==> src/tlb_pkg.sv <==
`default_nettype none

package tlb_pkg;

	// ======================================================================
	// address and array geometry
	// ======================================================================
	localparam int VADDR_W    = 32;
	localparam int PADDR_W    = 32;
	// 16 kB pages
	localparam int PAGE_OFS_W = 14;
	// set index is vadr[19:14]
	localparam int SET_W      = 6;
	localparam int TLB_SETS   = 64;
	// tag is vadr[31:20]
	localparam int TAG_W      = 12;
	// last way is reserved for the rom mapping
	localparam int TLB_WAYS   = 4;
	localparam int WAY_W      = 2;
	localparam int ASID_W     = 8;
	localparam int PPN_W      = 18;
	localparam int RWX_W      = 3;

	// ======================================================================
	// entry layout, msb first: asid, g, m, rwx, tag, ppn
	// ======================================================================
	localparam int ENTRY_W      = ASID_W + 1 + 1 + RWX_W + TAG_W + PPN_W;
	localparam int ENT_PPN_LSB  = 0;
	localparam int ENT_TAG_LSB  = ENT_PPN_LSB + PPN_W;
	localparam int ENT_RWX_LSB  = ENT_TAG_LSB + TAG_W;
	localparam int ENT_M_BIT    = ENT_RWX_LSB + RWX_W;
	localparam int ENT_G_BIT    = ENT_M_BIT + 1;
	localparam int ENT_ASID_LSB = ENT_G_BIT + 1;

	// ======================================================================
	// rom region, top 256 kB identity mapped
	// ======================================================================
	localparam logic [TAG_W-1:0] ROM_TAG      = '1;
	localparam logic [SET_W-1:0] ROM_SET_BASE = 6'd48;
	localparam int               ROM_PAGES    = 16;
	localparam int               ROM_CNT_W    = $clog2(ROM_PAGES);
	localparam logic [PPN_W-1:0] ROM_PPN_BASE = 18'h3FFF0;

	// maintenance address: set in [7:2], way in [1:0]
	localparam int TLBADR_W = 8;

endpackage

`default_nettype wire

==> src/tlb_dirty_update.sv <==
`default_nettype none

module tlb_dirty_update (
	input  wire                         clk_g,
	input  wire                         rst_i,
	input  wire                         xlaten_i,
	input  wire [tlb_pkg::VADDR_W-1:0]  vadr_i,
	// hit from the lookup
	input  wire                         hit_valid_i,
	input  wire                         hit_store_i,
	input  wire [tlb_pkg::SET_W-1:0]    hit_set_i,
	input  wire [tlb_pkg::WAY_W-1:0]    hit_way_i,
	input  wire [tlb_pkg::ENTRY_W-1:0]  hit_entry_i,
	// ram port b
	output logic                        xlat_busy_o,
	output logic                        b_en_o,
	output logic [tlb_pkg::SET_W-1:0]   b_addr_o,
	output logic [tlb_pkg::TLB_WAYS-1:0] b_we_o,
	output logic [tlb_pkg::ENTRY_W-1:0] b_din_o
);
	import tlb_pkg::*;

	logic               wb_pend;
	logic [SET_W-1:0]   wb_set;
	logic [WAY_W-1:0]   wb_way;
	logic [ENTRY_W-1:0] wb_ent;

	// one write-back cycle follows each store hit
	always_ff @(posedge clk_g or posedge rst_i) begin
		if (rst_i) begin
			wb_pend <= 1'b0;
		end else begin
			wb_pend <= hit_valid_i & hit_store_i;
		end
	end

	// capture the hit entry with the modified bit set
	always_ff @(posedge clk_g) begin
		if (hit_valid_i) begin
			wb_set <= hit_set_i;
			wb_way <= hit_way_i;
			wb_ent <= hit_entry_i | (ENTRY_W'(1) << ENT_M_BIT);
		end
	end

	// ======================================================================
	// port b mux, write-back steals the port from translation
	// ======================================================================
	assign xlat_busy_o = wb_pend;
	assign b_en_o      = xlaten_i & ~wb_pend;
	assign b_addr_o    = wb_pend ? wb_set : vadr_i[PAGE_OFS_W +: SET_W];
	assign b_din_o     = wb_ent;

	always_comb begin
		b_we_o = '0;
		// only the way that hit is written
		if (wb_pend) begin
			b_we_o[wb_way] = 1'b1;
		end
	end

endmodule

`default_nettype wire

==> config.mk <==
export PLATFORM = sky130hd
export DESIGN_NAME = tlb_dirty_update
export DESIGN_NICKNAME = d
export VERILOG_FILES = /design/src/tlb_pkg.sv /design/src/tlb_dirty_update.sv
export SDC_FILE = /design/constraint.sdc
export NUM_CORES = 1
export LEC_CHECK = 0
export ABC_CLOCK_PERIOD_IN_PS = 2000
export BUFFER_PORTS_ARGS = -buffer_cell sky130_fd_sc_hd__buf_2
export CAP_MARGIN = 20
export CORE_AREA = 2 2 71 73
export CTS_CLUSTER_SIZE = 16
export DETAILED_ROUTE_END_ITERATION = 6
export DIE_AREA = 0 0 73 75
export PLACE_DENSITY = 0.76
export SYNTH_ARGS = -nofsm -noshare
export SYNTH_HDL_FRONTEND = slang
export SYNTH_SLANG_ARGS = --single-unit
==> constraint.sdc <==
create_clock -name clk_g -period 2 [get_ports clk_g]
set_input_delay 0.4 -clock clk_g [delete_from_list [all_inputs] [get_ports clk_g]]
set_output_delay 0.4 -clock clk_g [all_outputs]
set_load 0.03 [all_outputs]
==> results.json, run 1 <==
{
  "hold_viol_final": 0,
  "yosysWarnings": 0,
  "crit_chain": "mux2_2 > buf_2",
  "dp_cells": 234,
  "root_buffer": "clkbuf_8",
  "hold_path.class": "primary input to flip-flop",
  "io_pins": 143,
  "grtUsageTotal": 0.1185,
  "row_count": 25,
  "max_stage_delay_ns": 0.62,
  "antenna_found_initial": 0,
  "synth_most_common_cell": "edfxtp_1",
  "wire_per_inst_um": 13.49,
  "rsz0062_at_grt": "false",
  "synth_top_cell_area_share": 0.8889,
  "syn_area_um2": 1689,
  "layout.cells.non_filler": 243,
  "cts.path.max_buffers": 2,
  "synth_common_cells": "edfxtp_1, mux2_4, and3b_2",
  "grt_pass1_vias": 953,
  "syn_nets": 155,
  "status": "complete, no violations",
  "die_y_um": 75,
  "fin_crit_sh": 0.9413,
  "yosysSeqAreaShare": 0.9037,
  "grt_max_degree": 52,
  "setup_viol": 0,
  "start_kind": "flip-flop",
  "ir_drop_mv": 0.4686,
  "end_kind": "primary output",
  "grt_pass1_wl_mm": 4.533,
  "crit_required_ns": 1.60,
  "post-route-drc-count": 0,
  "ant_nets": 0,
  "synthTopCellsByArea": "edfxtp_1, mux2_4, dfrtp_1",
  "synthFlopType": "edfxtp_1",
  "start_util": 0.3624,
  "vias": 1039,
  "wirelength_mm": 3.277,
  "syn_area_per_cell_um2": 25.21,
  "max_freq_mhz": 531.2,
  "synth_edf_count": 50,
  "core-area_um2": 4661,
  "drt-vias-per-instance": 4.276,
  "drive_gt1_frac": 0.7037,
  "cts_setup_buffers": 0,
  "clkSinkCount": 51,
  "h-tree-depth": 2,
  "slew_violations": 0,
  "synth_top_area_cell": "edfxtp_1",
  "setup_tns_ns": 0,
  "cp_max_fo": 12,
  "fp.dieW_um": 73,
  "diodes": 0,
  "synth_cell_types": 13,
  "power.leakage_nw": 1.106,
  "finalCriticalPeriod_ns": 1.883,
  "dp_hpwl_mm": 2.475,
  "clk_pin_slew_worst_paths_ns": 0.09,
  "syn_to_final_growth_pct": 45.11,
  "drv_cap": 0,
  "place.gp.congestion": 0.6502,
  "ys_seq_elements": 51,
  "critical_path_class": "flip-flop to primary output",
  "power_density_nw_per_um2": 955.0,
  "dieArea_um2": 5475,
  "arrival_ns": 1.48,
  "final_nets": 276,
  "place.port_buffers": 114,
  "gr-total-overflow": 0,
  "cp_slowest_cell": "dfrtp_1",
  "numCtsBuffers": 5,
  "first_pass_iters": 4,
  "drtIter0Drc": 104,
  "async_flop_share": 0.01961,
  "netlist_instances": 67,
  "tritoncts": "yes"
}
-- what timing repair did --
item                      4_1_cts  5_1_grt
hold buffers                    1        0
hold endpoints to repair        1        0
gates resized for setup         0        0
-- stage by stage --
stage | hold WS (ns) | setup slack [ns] | util | area [um2] | power (mW)
final | 0.2702 | 0.1175 | 0.5259 | 2451 | 2.341
after global routing | 0.2401 | 0.05395 | 0.5259 | 2451 | 2.447
after CTS | 0.2573 | 0.09315 | 0.5259 | 2451 | 2.372
after detailed placement | 0.2575 | 0.4407 | 0.4996 | 2328 | 1.673
after global placement | 0.2575 | 0.4455 | 0.4996 | 2328 | 1.664
after floorplan | 0.1287 | 0.1315 | - | 1689 | 1.520
-- routing by layer --
| metal | global-route usage | wire, um |
|---|---|---|
| met1 | 0.1179 | 1200 |
| met2 | 0.2062 | 1710 |
| met3 | 0.05622 | 332 |
| met4 | 0.06173 | 34 |
| met5 | 0 | 0 |
-- sequential cells by signal, indices dropped and copies added (netlist names) --
name	count
xlat_busy_o	1
wb_way	2
wb_set	6
b_din_o	42
-- worst max-delay path, delay by kind of cell (launching register included) --
kind / cells / cell delay, ns
buffers and inverters: 1 / 0.18
flip-flops: 1 / 0.62
multiplexers: 1 / 0.39
-- path summary, 6_finish.rpt --
path | from | end | cells after the start
max | xlat_busy_o | b_addr_o[0] | 2
max in group asynchronous | rst_i | xlat_busy_o | 3
min in group asynchronous | rst_i | xlat_busy_o | 3
min | hit_entry_i[30] | b_din_o[30] | 1
-- report_power, final --
| group | switching, mW | internal, mW |
|---|---|---|
| registers | 0.0229 | 1.26 |
| logic | 0.239 | 0.118 |
| clock network | 0.324 | 0.372 |
-- layout by cell type (no fill, tap or decap), types with 2 or more instances in the layout --
| cell | n |
|---|---|
| and3b_2 | 2 |
| clkbuf_8 | 5 |
| mux2_4 | 5 |
| buf_2 | 114 |
| edfxtp_1 | 50 |
-- logic make-up (layout without fill, tap and decap cells) --
group | after synthesis | in the layout | synth area share
simple gates | 6 | 6 | 0.02964
other cells | 1 | 1 | 0.002220
buf+inv | 3 | 125 | 0.01333
mux | 6 | 6 | 0.05111
flops | 51 | 51 | 0.9037
-- area by class of cell --
class	count	area, um2
flip-flops and latches	51	1526
clock inverters	3	43.79
well taps	54	67.56
clock buffers	5	68.82
multi-input cells	13	140.1
inverters	1	3.754
repair buffers	116	600.6
fillers	385	2210
(Power assumes the default switching activity.)
==> inputs of run 2 (changes only) <==
--- a/config.mk
+++ b/config.mk
@@ -5,6 +5,7 @@
 export SDC_FILE = /design/constraint.sdc
 export NUM_CORES = 1
 export LEC_CHECK = 0
+export ABC_AREA = 1
 export ABC_CLOCK_PERIOD_IN_PS = 2000
 export BUFFER_PORTS_ARGS = -buffer_cell sky130_fd_sc_hd__buf_2
 export CAP_MARGIN = 20
==> results.json, run 2 <==
{
  "syn_to_final_growth_pct": 44.23,
  "power_mw": 2.206,
  "dp_hpwl_mm": 2.579,
  "synth_common_cells": "edfxtp_1, nand2_1, inv_1, nor2_1",
  "ant_nets": 0,
  "grt_max_degree": 52,
  "cts.path.max_buffers": 2,
  "io_pins": 143,
  "async_flop_share": 0.01961,
  "fin_crit_sh": 0.8240,
  "max_freq_mhz": 606.8,
  "arrival_ns": 1.25,
  "dieArea_um2": 5475,
  "finalCriticalPeriod_ns": 1.648,
  "final_nets": 295,
  "synthTopCellsByArea": "edfxtp_1, nand2_1, dfrtp_1",
  "diodes": 0,
  "power.leakage_nw": 1.116,
  "postCtsHoldBufs": 1,
  "setup_tns_ns": 0,
  "slew_violations": 0,
  "h-tree-depth": 2,
  "wirelength_mm": 3.227,
  "grtUsageTotal": 0.1174,
  "dp_cells": 253,
  "layout.cells.non_filler": 262,
  "rsz0062_at_grt": "false",
  "drv_cap": 0,
  "syn_area_um2": 1669,
  "status": "complete, no violations",
  "fp.dieW_um": 73,
  "gr-total-overflow": 0,
  "end_kind": "primary output",
  "netlist_instances": 86,
  "synth_most_common_cell": "edfxtp_1",
  "setup_viol": 0,
  "ir_drop_mv": 0.5992,
  "first_pass_iters": 3,
  "drive_gt1_frac": 0.5913,
  "setup_slack_ns": 0.3520,
  "wire_per_inst_um": 12.32,
  "post-route-drc-count": 0,
  "drt-vias-per-instance": 4.237,
  "drtIter0Drc": 46,
  "hold_path.class": "primary input to flip-flop",
  "synth_top_cell_area_share": 0.8996,
  "clkSinkCount": 51,
  "yosysSeqAreaShare": 0.9145,
  "clk_pin_slew_worst_paths_ns": 0.09,
  "vias": 1110,
  "ys_seq_elements": 51,
  "synth_top_area_cell": "edfxtp_1",
  "tritoncts": "yes",
  "syn_area_per_cell_um2": 19.41,
  "largest_register_ffs": 42,
  "core-area_um2": 4661,
  "synth_cell_types": 9,
  "grt_pass1_wl_mm": 4.560,
  "yosysWarnings": 0,
  "crit_required_ns": 1.60,
  "layout_commonest_cell": "buf_2",
  "grt_pass1_vias": 1062,
  "numCtsBuffers": 5,
  "place.gp.congestion": 0.7700,
  "start_util": 0.3581,
  "cp_max_fo": 11,
  "root_buffer": "clkbuf_8",
  "critical_path_class": "flip-flop to primary output",
  "final_cell_mix": "buf_2, edfxtp_1, nand2_1",
  "antenna_found_initial": 0,
  "synth_edf_count": 50,
  "cts_setup_buffers": 0,
  "synthFlopType": "edfxtp_1",
  "hold_viol_final": 0,
  "syn_nets": 174,
  "power_density_nw_per_um2": 916.5,
  "die_y_um": 75,
  "start_kind": "flip-flop",
  "place.port_buffers": 114,
  "pre_cts_ws_ns": 0.6514,
  "cts_resized": 0,
  "row_count": 25
}
-- run 2: worst paths after layout --
check	from	endpoint	slack, ns	depth (start not counted)
max in group asynchronous	rst_i	xlat_busy_o	1.43	3
setup / recovery	xlat_busy_o	b_addr_o[2]	0.35	4
min in group asynchronous	rst_i	xlat_busy_o	0.48	3
hold / removal	hit_entry_i[18]	b_din_o[18]	0.28	1
-- run 2: layout make-up --
class                      count  area, um2
fill                         385       2253
sequential                    51       1526
timing repair buffer         116      600.6
multi-input combinational     27      101.3
clock buffer                   6      72.57
tap                           54      67.56
inverter                       6      22.52
clock inverter                 2      16.27
-- run 2: per-layer routing --
| metal | GRT usage | vias up | share of wire |
|---|---|---|---|
| li1 | - | 540 | - |
| met1 | 0.1065 | 488 | 0.35 |
| met2 | 0.1952 | 80 | 0.48 |
| met3 | 0.08701 | 2 | 0.16 |
| met4 | 0.05556 | 0 | 0.0046 |
| met5 | 0 | - | 0 |
-- run 2: power by group --
part           switching [mW]  internal, mW
clock network           0.314         0.251
logic                   0.248         0.107
registers              0.0217          1.26
total                   0.584          1.62
-- run 2: cells by family after synthesis --
family | after synthesis | share of synthesized area
buf+inv | 8 | 0.02474
other cells | 1 | 0.002247
simple gates | 26 | 0.05847
flops | 51 | 0.9145
-- run 2: per-stage QoR --
stage / hold WS [ns] / utilization / cell area, um2
after floorplan: 0.1287 / - / 1669
after global placement: 0.2336 / 0.4953 / 2308
after detailed placement: 0.2343 / 0.4953 / 2308
after CTS: 0.2650 / 0.5165 / 2407
after global routing: 0.2616 / 0.5165 / 2407
final: 0.2776 / 0.5165 / 2407
-- run 2: critical path, cell delays in order, from the launching register on --
cell and delay, ns:
dfrtp_1 0.51, inv_2 0.15, nand2_1 0.06, nand2_1 0.06, buf_2 0.19
