[config.mk]
export PLATFORM = sky130hd
export DESIGN_NAME = tlb_fill_ctrl
export DESIGN_NICKNAME = d
export VERILOG_FILES = /design/src/tlb_pkg.sv /design/src/tlb_fill_ctrl.sv
export SDC_FILE = /design/constraint.sdc
export NUM_CORES = 1
export LEC_CHECK = 0
export ABC_AREA = 1
export BUFFER_PORTS_ARGS = -buffer_cell sky130_fd_sc_hd__buf_2
export CAP_MARGIN = 25
export CORE_AREA = 2 2 125 127
export CTS_CLUSTER_SIZE = 24
export DETAILED_ROUTE_END_ITERATION = 10
export DIE_AREA = 0 0 127 129
export SYNTH_ARGS = -nofsm -noshare
export SYNTH_HDL_FRONTEND = slang
export SYNTH_SLANG_ARGS = --single-unit
export TNS_END_PERCENT = 30
[constraint.sdc]
create_clock -name clk_g -period 1.6 [get_ports clk_g]
set_input_delay 0.08 -clock clk_g [delete_from_list [all_inputs] [get_ports clk_g]]
set_output_delay 0.08 -clock clk_g [all_outputs]
set_load 0.1 [all_outputs]
[src/tlb_pkg.sv]
`default_nettype none

package tlb_pkg;

	// ======================================================================
	// address and array geometry
	// ======================================================================
	localparam int VADDR_W    = 32;
	localparam int PADDR_W    = 32;
	// 16 kB pages
	localparam int PAGE_OFS_W = 14;
	// set index is vadr[19:14]
	localparam int SET_W      = 6;
	localparam int TLB_SETS   = 64;
	// tag is vadr[31:20]
	localparam int TAG_W      = 12;
	// last way is reserved for the rom mapping
	localparam int TLB_WAYS   = 4;
	localparam int WAY_W      = 2;
	localparam int ASID_W     = 8;
	localparam int PPN_W      = 18;
	localparam int RWX_W      = 3;

	// ======================================================================
	// entry layout, msb first: asid, g, m, rwx, tag, ppn
	// ======================================================================
	localparam int ENTRY_W      = ASID_W + 1 + 1 + RWX_W + TAG_W + PPN_W;
	localparam int ENT_PPN_LSB  = 0;
	localparam int ENT_TAG_LSB  = ENT_PPN_LSB + PPN_W;
	localparam int ENT_RWX_LSB  = ENT_TAG_LSB + TAG_W;
	localparam int ENT_M_BIT    = ENT_RWX_LSB + RWX_W;
	localparam int ENT_G_BIT    = ENT_M_BIT + 1;
	localparam int ENT_ASID_LSB = ENT_G_BIT + 1;

	// ======================================================================
	// rom region, top 256 kB identity mapped
	// ======================================================================
	localparam logic [TAG_W-1:0] ROM_TAG      = '1;
	localparam logic [SET_W-1:0] ROM_SET_BASE = 6'd48;
	localparam int               ROM_PAGES    = 16;
	localparam int               ROM_CNT_W    = $clog2(ROM_PAGES);
	localparam logic [PPN_W-1:0] ROM_PPN_BASE = 18'h3FFF0;

	// maintenance address: set in [7:2], way in [1:0]
	localparam int TLBADR_W = 8;

endpackage

`default_nettype wire

[src/tlb_fill_ctrl.sv]
`default_nettype none

module tlb_fill_ctrl (
	input  wire                                            clk_g,
	input  wire                                            rst_i,
	// software maintenance interface
	input  wire                                            tlben_i,
	input  wire                                            wrtlb_i,
	input  wire                                            random_i,
	input  wire [tlb_pkg::TLBADR_W-1:0]                    tlbadr_i,
	input  wire [tlb_pkg::ENTRY_W-1:0]                     tlbdat_i,
	output logic [tlb_pkg::ENTRY_W-1:0]                    tlbdat_o,
	output logic                                           rdy_o,
	// ram port a
	output logic                                           a_en_o,
	output logic [tlb_pkg::TLB_WAYS-1:0]                   a_we_o,
	output logic [tlb_pkg::SET_W-1:0]                      a_addr_o,
	output logic [tlb_pkg::ENTRY_W-1:0]                    a_din_o,
	input  wire [tlb_pkg::TLB_WAYS*tlb_pkg::ENTRY_W-1:0]  a_dout_i
);
	import tlb_pkg::*;

	typedef enum logic {
		ST_FILL,
		ST_RUN
	} fill_state_t;

	fill_state_t          state;
	logic [ROM_CNT_W-1:0] fill_cnt;
	logic [WAY_W-1:0]     rand_way;
	logic [WAY_W-1:0]     rd_way;
	logic [TLB_WAYS-1:0]  wr_sel;
	logic [ENTRY_W-1:0]   fill_ent;

	// rom entry for the current fill page
	// asid 0, global, not modified, full rwx, identity mapped
	always_comb begin
		fill_ent = '0;
		fill_ent[ENT_G_BIT] = 1'b1;
		fill_ent[ENT_RWX_LSB +: RWX_W] = '1;
		fill_ent[ENT_TAG_LSB +: TAG_W] = ROM_TAG;
		fill_ent[ENT_PPN_LSB +: PPN_W] = ROM_PPN_BASE + PPN_W'(fill_cnt);
	end

	// way decode for a software write
	always_comb begin
		wr_sel = '0;
		wr_sel[random_i ? rand_way : tlbadr_i[WAY_W-1:0]] = 1'b1;
	end

	// ======================================================================
	// control: fill sequence, software strobes, random way
	// ======================================================================
	always_ff @(posedge clk_g or posedge rst_i) begin
		if (rst_i) begin
			state    <= ST_FILL;
			fill_cnt <= '0;
			rdy_o    <= 1'b0;
			a_en_o   <= 1'b0;
			a_we_o   <= '0;
			rd_way   <= '0;
			rand_way <= '0;
		end else begin
			a_en_o <= 1'b0;
			a_we_o <= '0;
			// ready one cycle after run, so the last fill write has landed
			rdy_o  <= (state == ST_RUN);
			// random way walks 0,1,2 and never touches the rom way
			if (!wrtlb_i) begin
				if (rand_way == WAY_W'(TLB_WAYS - 2)) begin
					rand_way <= '0;
				end else begin
					rand_way <= rand_way + 1'b1;
				end
			end
			case (state)
				ST_FILL: begin
					a_we_o[TLB_WAYS-1] <= 1'b1;
					fill_cnt <= fill_cnt + 1'b1;
					if (&fill_cnt) begin
						state <= ST_RUN;
					end
				end
				ST_RUN: begin
					// strobes before ready are dropped
					if (rdy_o && wrtlb_i) begin
						a_we_o <= wr_sel;
					end else if (rdy_o && tlben_i) begin
						a_en_o <= 1'b1;
						rd_way <= tlbadr_i[WAY_W-1:0];
					end
				end
				default: state <= ST_RUN;
			endcase
		end
	end

	// address and data staged alongside the strobes
	always_ff @(posedge clk_g) begin
		if (state == ST_FILL) begin
			a_addr_o <= ROM_SET_BASE + SET_W'(fill_cnt);
			a_din_o  <= fill_ent;
		end else begin
			a_addr_o <= tlbadr_i[TLBADR_W-1 -: SET_W];
			a_din_o  <= tlbdat_i;
		end
	end

	// read data from the way named by the last read
	assign tlbdat_o = a_dout_i[rd_way*ENTRY_W +: ENTRY_W];

endmodule

`default_nettype wire

==> results.ini, run 1 <==
[synth]
syn-num-nets=754
ys_types=21
syn_inst=525
ys.warnings.count=0
syn_area_per_cell_um2=6.82
synth-compound-area-share_pct=18.8
muxShareOfSynthArea_pct=0
ys_seq_area_share_pct=37.9
netlist_area_um2=3580
synth_top_family_by_area=simple AND/OR/NAND/NOR gates
synth-xor-area-share_pct=0.244
synth_fa_ha_area_share_pct=0.349
ys_ff_latch=64
yosys.area_share.simple_pct=26.2

[timing]
fin_crit_sh_pct=108
skew_ps=7.37
relSlewSlack_pct=55.2
worst_pin_slew_ps=671
maxSlewViolCount=0
max_freq_mhz=577
worst_slack_ps=-134
whs_ps=31.6
finalSetupViolCount=41
hold_violations=0
post-route-min-period_ps=1730
rsz0062_at_grt=true

[final_layout]
syn_to_final_growth_pct=94.2
nFillCells=1473
final_cell_mix=282 x buf_2, 179 x nand2_1, 106 x inv_1, 86 x o211ai_1, 50 x dlygate4sd3_1
mostFrequentLayoutCell=buf_2
fin_cells=1089
final_util_pct=46.5
final_layout_size_suffix_gt1_share_pct=43.1
final_nets=1125
regArea_um2=1360
n_antenna_cell=0
finish.instance_area_um2=6960
multiInputGateArea_um2=1630

[setup_path]
critical_path_depth=5
cp-end-kind=output port
r2r_cells=4
cp_slowest_cell=dfrtp_4
cp.required_ps=1520
worstPathCellList=buf_12 -> clkbuf_16 -> o211ai_1 -> nand2_1 -> buf_12
cp_common_cell=buf_12
crit_type=flip-flop to output port
cp_top_family=buffers and inverters
cp_num_buf_inv=3
cp_max_fo=25
cp_data_arrival_time_ps=1650
worstSetupStartpointType=flip-flop
slowest_delay_ps=480

[cts]
clockBufferDepth=2
cts_root_buf=clkbuf_16
cts_tree=yes
clk_pin_slew_ps=50
numCtsBuffers=9
clock_latency_ps=330
cts_max_level=3
clock-sinks=64

[run_status]
status=finished, violations left
failed_checks=negative setup slack

[grt]
grt_pass1_wl_mm=22.5
first_global_vias=4397
use_met2_pct=31.2
grt_max_degree=52
top_usage_layer=met2
grt_usage_pct=17.5
antenna_found_initial=0
grt_util_met1_pct=20.3
use_met3_pct=4.91
gr-total-overflow=0

[routing]
wl_per_cell_um=14.0
wirelength_mm=15.2
drtIter0Drc=156
drtPass1Iterations=4
vias_per_cell=4.27
ant_nets=0
vias=4653
remaining_drc_errors=0

[die]
coreArea_um2=15000
dieArea_um2=16400
ios=326
die_x_um=127
initial_utilization_pct=23.9
rows=45
die_h_um=129

[pwr]
power_leakage_nw=3.89
peakVddDrop_uv=719
power_density_nw_per_um2=1210

[job]
cap_violations=0

[placed_design]
place_inst=1017
port_buffers=325
finalWeightedCongestion=0.853
post-dp-hpwl_mm=11.2
placed_area_um2=6050

[hold_path]
min_path_cells=3
hold_class=primary input to flip-flop

-- where the power goes --
group | switching, mW | internal (mW) | total, mW
Clock | 0.707 | 1.23 | 1.94
Sequential | 0.0438 | 1.71 | 1.76
Combinational | 3.16 | 1.57 | 4.73
Total | 3.91 | 4.51 | 8.42
-- Yosys cell counts (all sizes together) --
master	number	area share [%]
a21oi	1	0.14
buf	34	5.2
clkbuf	1	0.10
dfrtp	15	10
dfxtp	49	27
ha	1	0.35
inv	108	11
nand2	180	19
nand3	3	0.42
nand4	2	0.35
nor2	7	0.80
o211ai	86	18
o21ai	3	0.42
o22ai	1	0.17
or2	33	5.8
xnor2	1	0.24
-- per-stage QoR --
step	total power, mW	setup WS (ps)	setup TNS [ps]
2_1_floorplan	4.74	18.9	0
3_3_place_gp	6.33	144	0
3_5_place_dp	6.34	145	0
4_1_cts	8.43	-147	-4940
5_1_grt	8.74	-205	-7100
6_report	8.42	-134	-4110
-- what timing repair did --
action | CTS | global route
cloned | 0 | 1
resized for setup | 4 | 4
hold endpoints to repair | 64 | 0
pin swaps | 19 | 36
setup buffers | 5 | 0
setup endpoints to repair | 43 | 43
hold buffers | 50 | 0
-- kinds of logic after synthesis --
family                     count (synthesis)
AOI/OAI and AO/OA                         91
xor gates and xnor gates                   1
adders and majority gates                  1
buffers and inverters                    143
DFF                                       64
and+or+nand+nor                          225
-- worst reg2reg max path: cells and delay by family (launching register included) --
family	cells	cell delay (ps)
flops	1	390
simple gates	2	260
compound gates	1	190
buf+inv	1	380
-- layout make-up --
cell class | count | share of cell area [%]
Sequential cell | 64 | 19.5
Timing Repair Buffer | 395 | 43.4
Inverter | 108 | 5.86
Clock inverter | 4 | 0.360
Tap cell | 188 | 3.38
Clock buffer | 12 | 4.01
Multi-Input combinational cell | 318 | 23.5
-- path summary, 6_finish.rpt --
kind,end,slack (ps),start
min reg2reg,a_din_o[3]$_DFF_P_,500,fill_cnt[3]$_DFFE_PP0N_
min,rand_way[1]$_DFFE_PP0N_,30,wrtlb_i
max,tlbdat_o[24],-130,rd_way[0]$_DFFE_PP0P_
max in group asynchronous,rd_way[0]$_DFFE_PP0P_,690,rst_i
min in group asynchronous,fill_cnt[0]$_DFFE_PP0N_,400,rst_i
max reg2reg,fill_cnt[3]$_DFFE_PP0N_,270,state$_DFF_PP0_
-- flip-flops by register name, summed over array words and instances (netlist names) --
register,count
a_addr_o,6
a_din_o,43
a_en_o,1
a_we_o,4
fill_cnt,4
rand_way,2
rd_way,2
rdy_o,1
state,1
-- per-layer routing --
metal,vias to the layer above,part of all wire (%)
li1,2379,-
met1,2015,40
met2,237,49
met3,22,9.0
met4,0,1.9
met5,-,0
No activity file was read; power rests on OpenSTA's default activity.
==> run 2: changes to the inputs <==
==> constraint.sdc (replaced) <==
create_clock -name clk_g -period 1.6 [get_ports clk_g]
set_input_delay 0.16 -clock clk_g [delete_from_list [all_inputs] [get_ports clk_g]]
set_output_delay 0.16 -clock clk_g [all_outputs]
set_load 0.1 [all_outputs]
==> results.ini, run 2 (synthesis results as in run 1) <==
[run_status]
status=finished, violations left
failed_checks=negative setup slack

[timing]
relSlewSlack_pct=56.4
whs_ps=14.8
finalSetupViolCount=43
hold_violations=0
post-route-min-period_ps=1810
max_freq_mhz=554
worst_pin_slew_ps=654
fin_crit_sh_pct=113
worst_slack_ps=-206
rsz0062_at_grt=true
maxSlewViolCount=0
skew_ps=6.49

[final_layout]
largest_register=a_din_o
top_regs=a_din_o (43), a_addr_o (6)
final_layout_size_suffix_gt1_share_pct=47.5
mostFrequentLayoutCell=buf_2
syn_to_final_growth_pct=87.8
nFillCells=1519
largest_reg_flops=43
final_nets=1081
final_cell_mix=283 x buf_2, 164 x nand2_1, 106 x inv_1, 86 x o211ai_1, 51 x buf_12

[routing]
ant_nets=0
wl_per_cell_um=13.9
vias_per_cell=4.19
wirelength_mm=14.5
vias=4386
drtPass1Iterations=5
remaining_drc_errors=0
drtIter0Drc=143

[setup_path]
cp_slowest_cell=dfrtp_4
cp-end-kind=output port
worstSetupStartpointType=flip-flop
worstReg2RegStart=state$_DFF_PP0_
cp_data_arrival_time_ps=1650
worstReg2RegEnd=fill_cnt[3]$_DFFE_PP0N_
slowest_delay_ps=510
cp_top_family=flip-flops
cp.required_ps=1440
critical_path_depth=5
r2r_setup_slack_ps=470
worstPathCellList=buf_6 -> buf_6 -> o211ai_1 -> nand2_1 -> buf_12
crit_type=flip-flop to output port
r2r_cells=4
cp_common_cell=buf_6
cp_max_fo=6
cp_num_buf_inv=3

[cts]
cts_tree=yes
cts_max_level=3
clk_pin_slew_ps=60
cts_root_buf=clkbuf_16
clock-sinks=64
clock_latency_ps=320
clockBufferDepth=2
numCtsBuffers=9

[grt]
grt_max_degree=44
antenna_found_initial=0
grt_usage_pct=16.6
gr-total-overflow=0
first_global_vias=4234
grt_pass1_wl_mm=21.3

[pwr]
peakVddDrop_uv=929
power.internal_mw=4.83
power_mw=8.77
power_leakage_nw=3.79
seq_power_share_pct=20.1
clkPwrFrac_pct=25.5
p_sw_share_pct=44.9
p_comb_share_pct=54.4
power.switching_mw=3.94
power_density_nw_per_um2=1300

[placed_design]
port_buffers=325
post-dp-hpwl_mm=11.4
finalWeightedCongestion=0.836
dpl_worst_slack_ps=60.4

[hold_path]
hold_end=a_din_o[42]$_SDFF_PN0_
hold_start=tlbdat_i[42]
min_path_cells=3
hold_class=primary input to flip-flop

[die]
die_x_um=127
dieArea_um2=16400
ios=326
coreArea_um2=15000
rows=45
die_h_um=129
initial_utilization_pct=23.9

[job]
cap_violations=0

## run 2: cell count changes in the layout (fill, tap and decap cells not counted), sizes merged
cell and delta:
dlygate4sd3 -47, bufinv +3, inv +3, clkinv -2, diode +1, clkinvlp -2
clkbuf +1
## run 2: power by group through the flow
stage                     clock [mW]  combinational, mW  sequential (mW)
after global placement             0               4.56             1.81
after floorplan                    0               2.40             2.36
after global routing            2.38               4.97             1.77
after detailed placement           0               4.57             1.81
final                           2.24               4.77             1.76
after CTS                       2.30               4.72             1.76
## run 2: worst max-delay path by stage
stage	start	to	slack (ps)
3_3_place_gp	rd_way[0]$_DFFE_PP0P_	tlbdat_o[21]	70
5_1_grt	rd_way[0]$_DFFE_PP0P_	tlbdat_o[33]	-290
2_1_floorplan	rd_way[1]$_DFFE_PP0P_	tlbdat_o[21]	-60
6_report	rd_way[0]$_DFFE_PP0P_	tlbdat_o[21]	-210
4_1_cts	rd_way[0]$_DFFE_PP0P_	tlbdat_o[18]	-210
3_5_place_dp	rd_way[0]$_DFFE_PP0P_	tlbdat_o[9]	60
## run 2: metrics by stage
| step | cells | util, % | TNS [ps] | instance area [um2] |
|---|---|---|---|---|
| after floorplan | 525 | - | -1740 | 3610 |
| after global placement | 1015 | 40.7 | 0 | 6090 |
| after detailed placement | 1015 | 40.7 | 0 | 6090 |
| after CTS | 1041 | 44.1 | -7710 | 6600 |
| after global routing | 1045 | 44.9 | -10630 | 6730 |
| final | 1046 | 44.9 | -7360 | 6730 |
## run 2: repair_timing
| item | in CTS | in global routing |
|---|---|---|
| endpoints found under the setup margin | 43 | 43 |
| pin swaps | 67 | 33 |
| setup buffers | 4 | 0 |
| endpoints found under the hold margin | 17 | 0 |
| resized for setup | 16 | 7 |
| hold buffers | 3 | 0 |
| gates cloned | 3 | 4 |
## run 2: final cells by class
cell class	instances	area [um2]	share of cell area (%)
Tap cell	188	235	3.50
Multi-Input combinational cell	318	1680	24.9
Timing Repair Buffer	351	2710	40.2
Clock inverter	6	114	1.69
Antenna cell	1	2.50	0.0372
Sequential cell	64	1360	20.2
Inverter	108	405	6.02
Clock buffer	10	229	3.40
## run 2: worst min-delay path: stages
cell and delay, ps:
buf_2 70, nand2_1 40, inv_1 40
## run 2: metal layers
layer  part of all wire (%)  vias to the layer above  wire length (um)  global-route usage [%]
met4                    1.0                        0               150                    4.46
met2                     49                      223              7140                    29.1
met1                     39                     1858              5720                    18.9
met5                      0                        -                 0                       0
met3                     11                       13              1530                    6.36
li1                       -                     2292                 -                       -
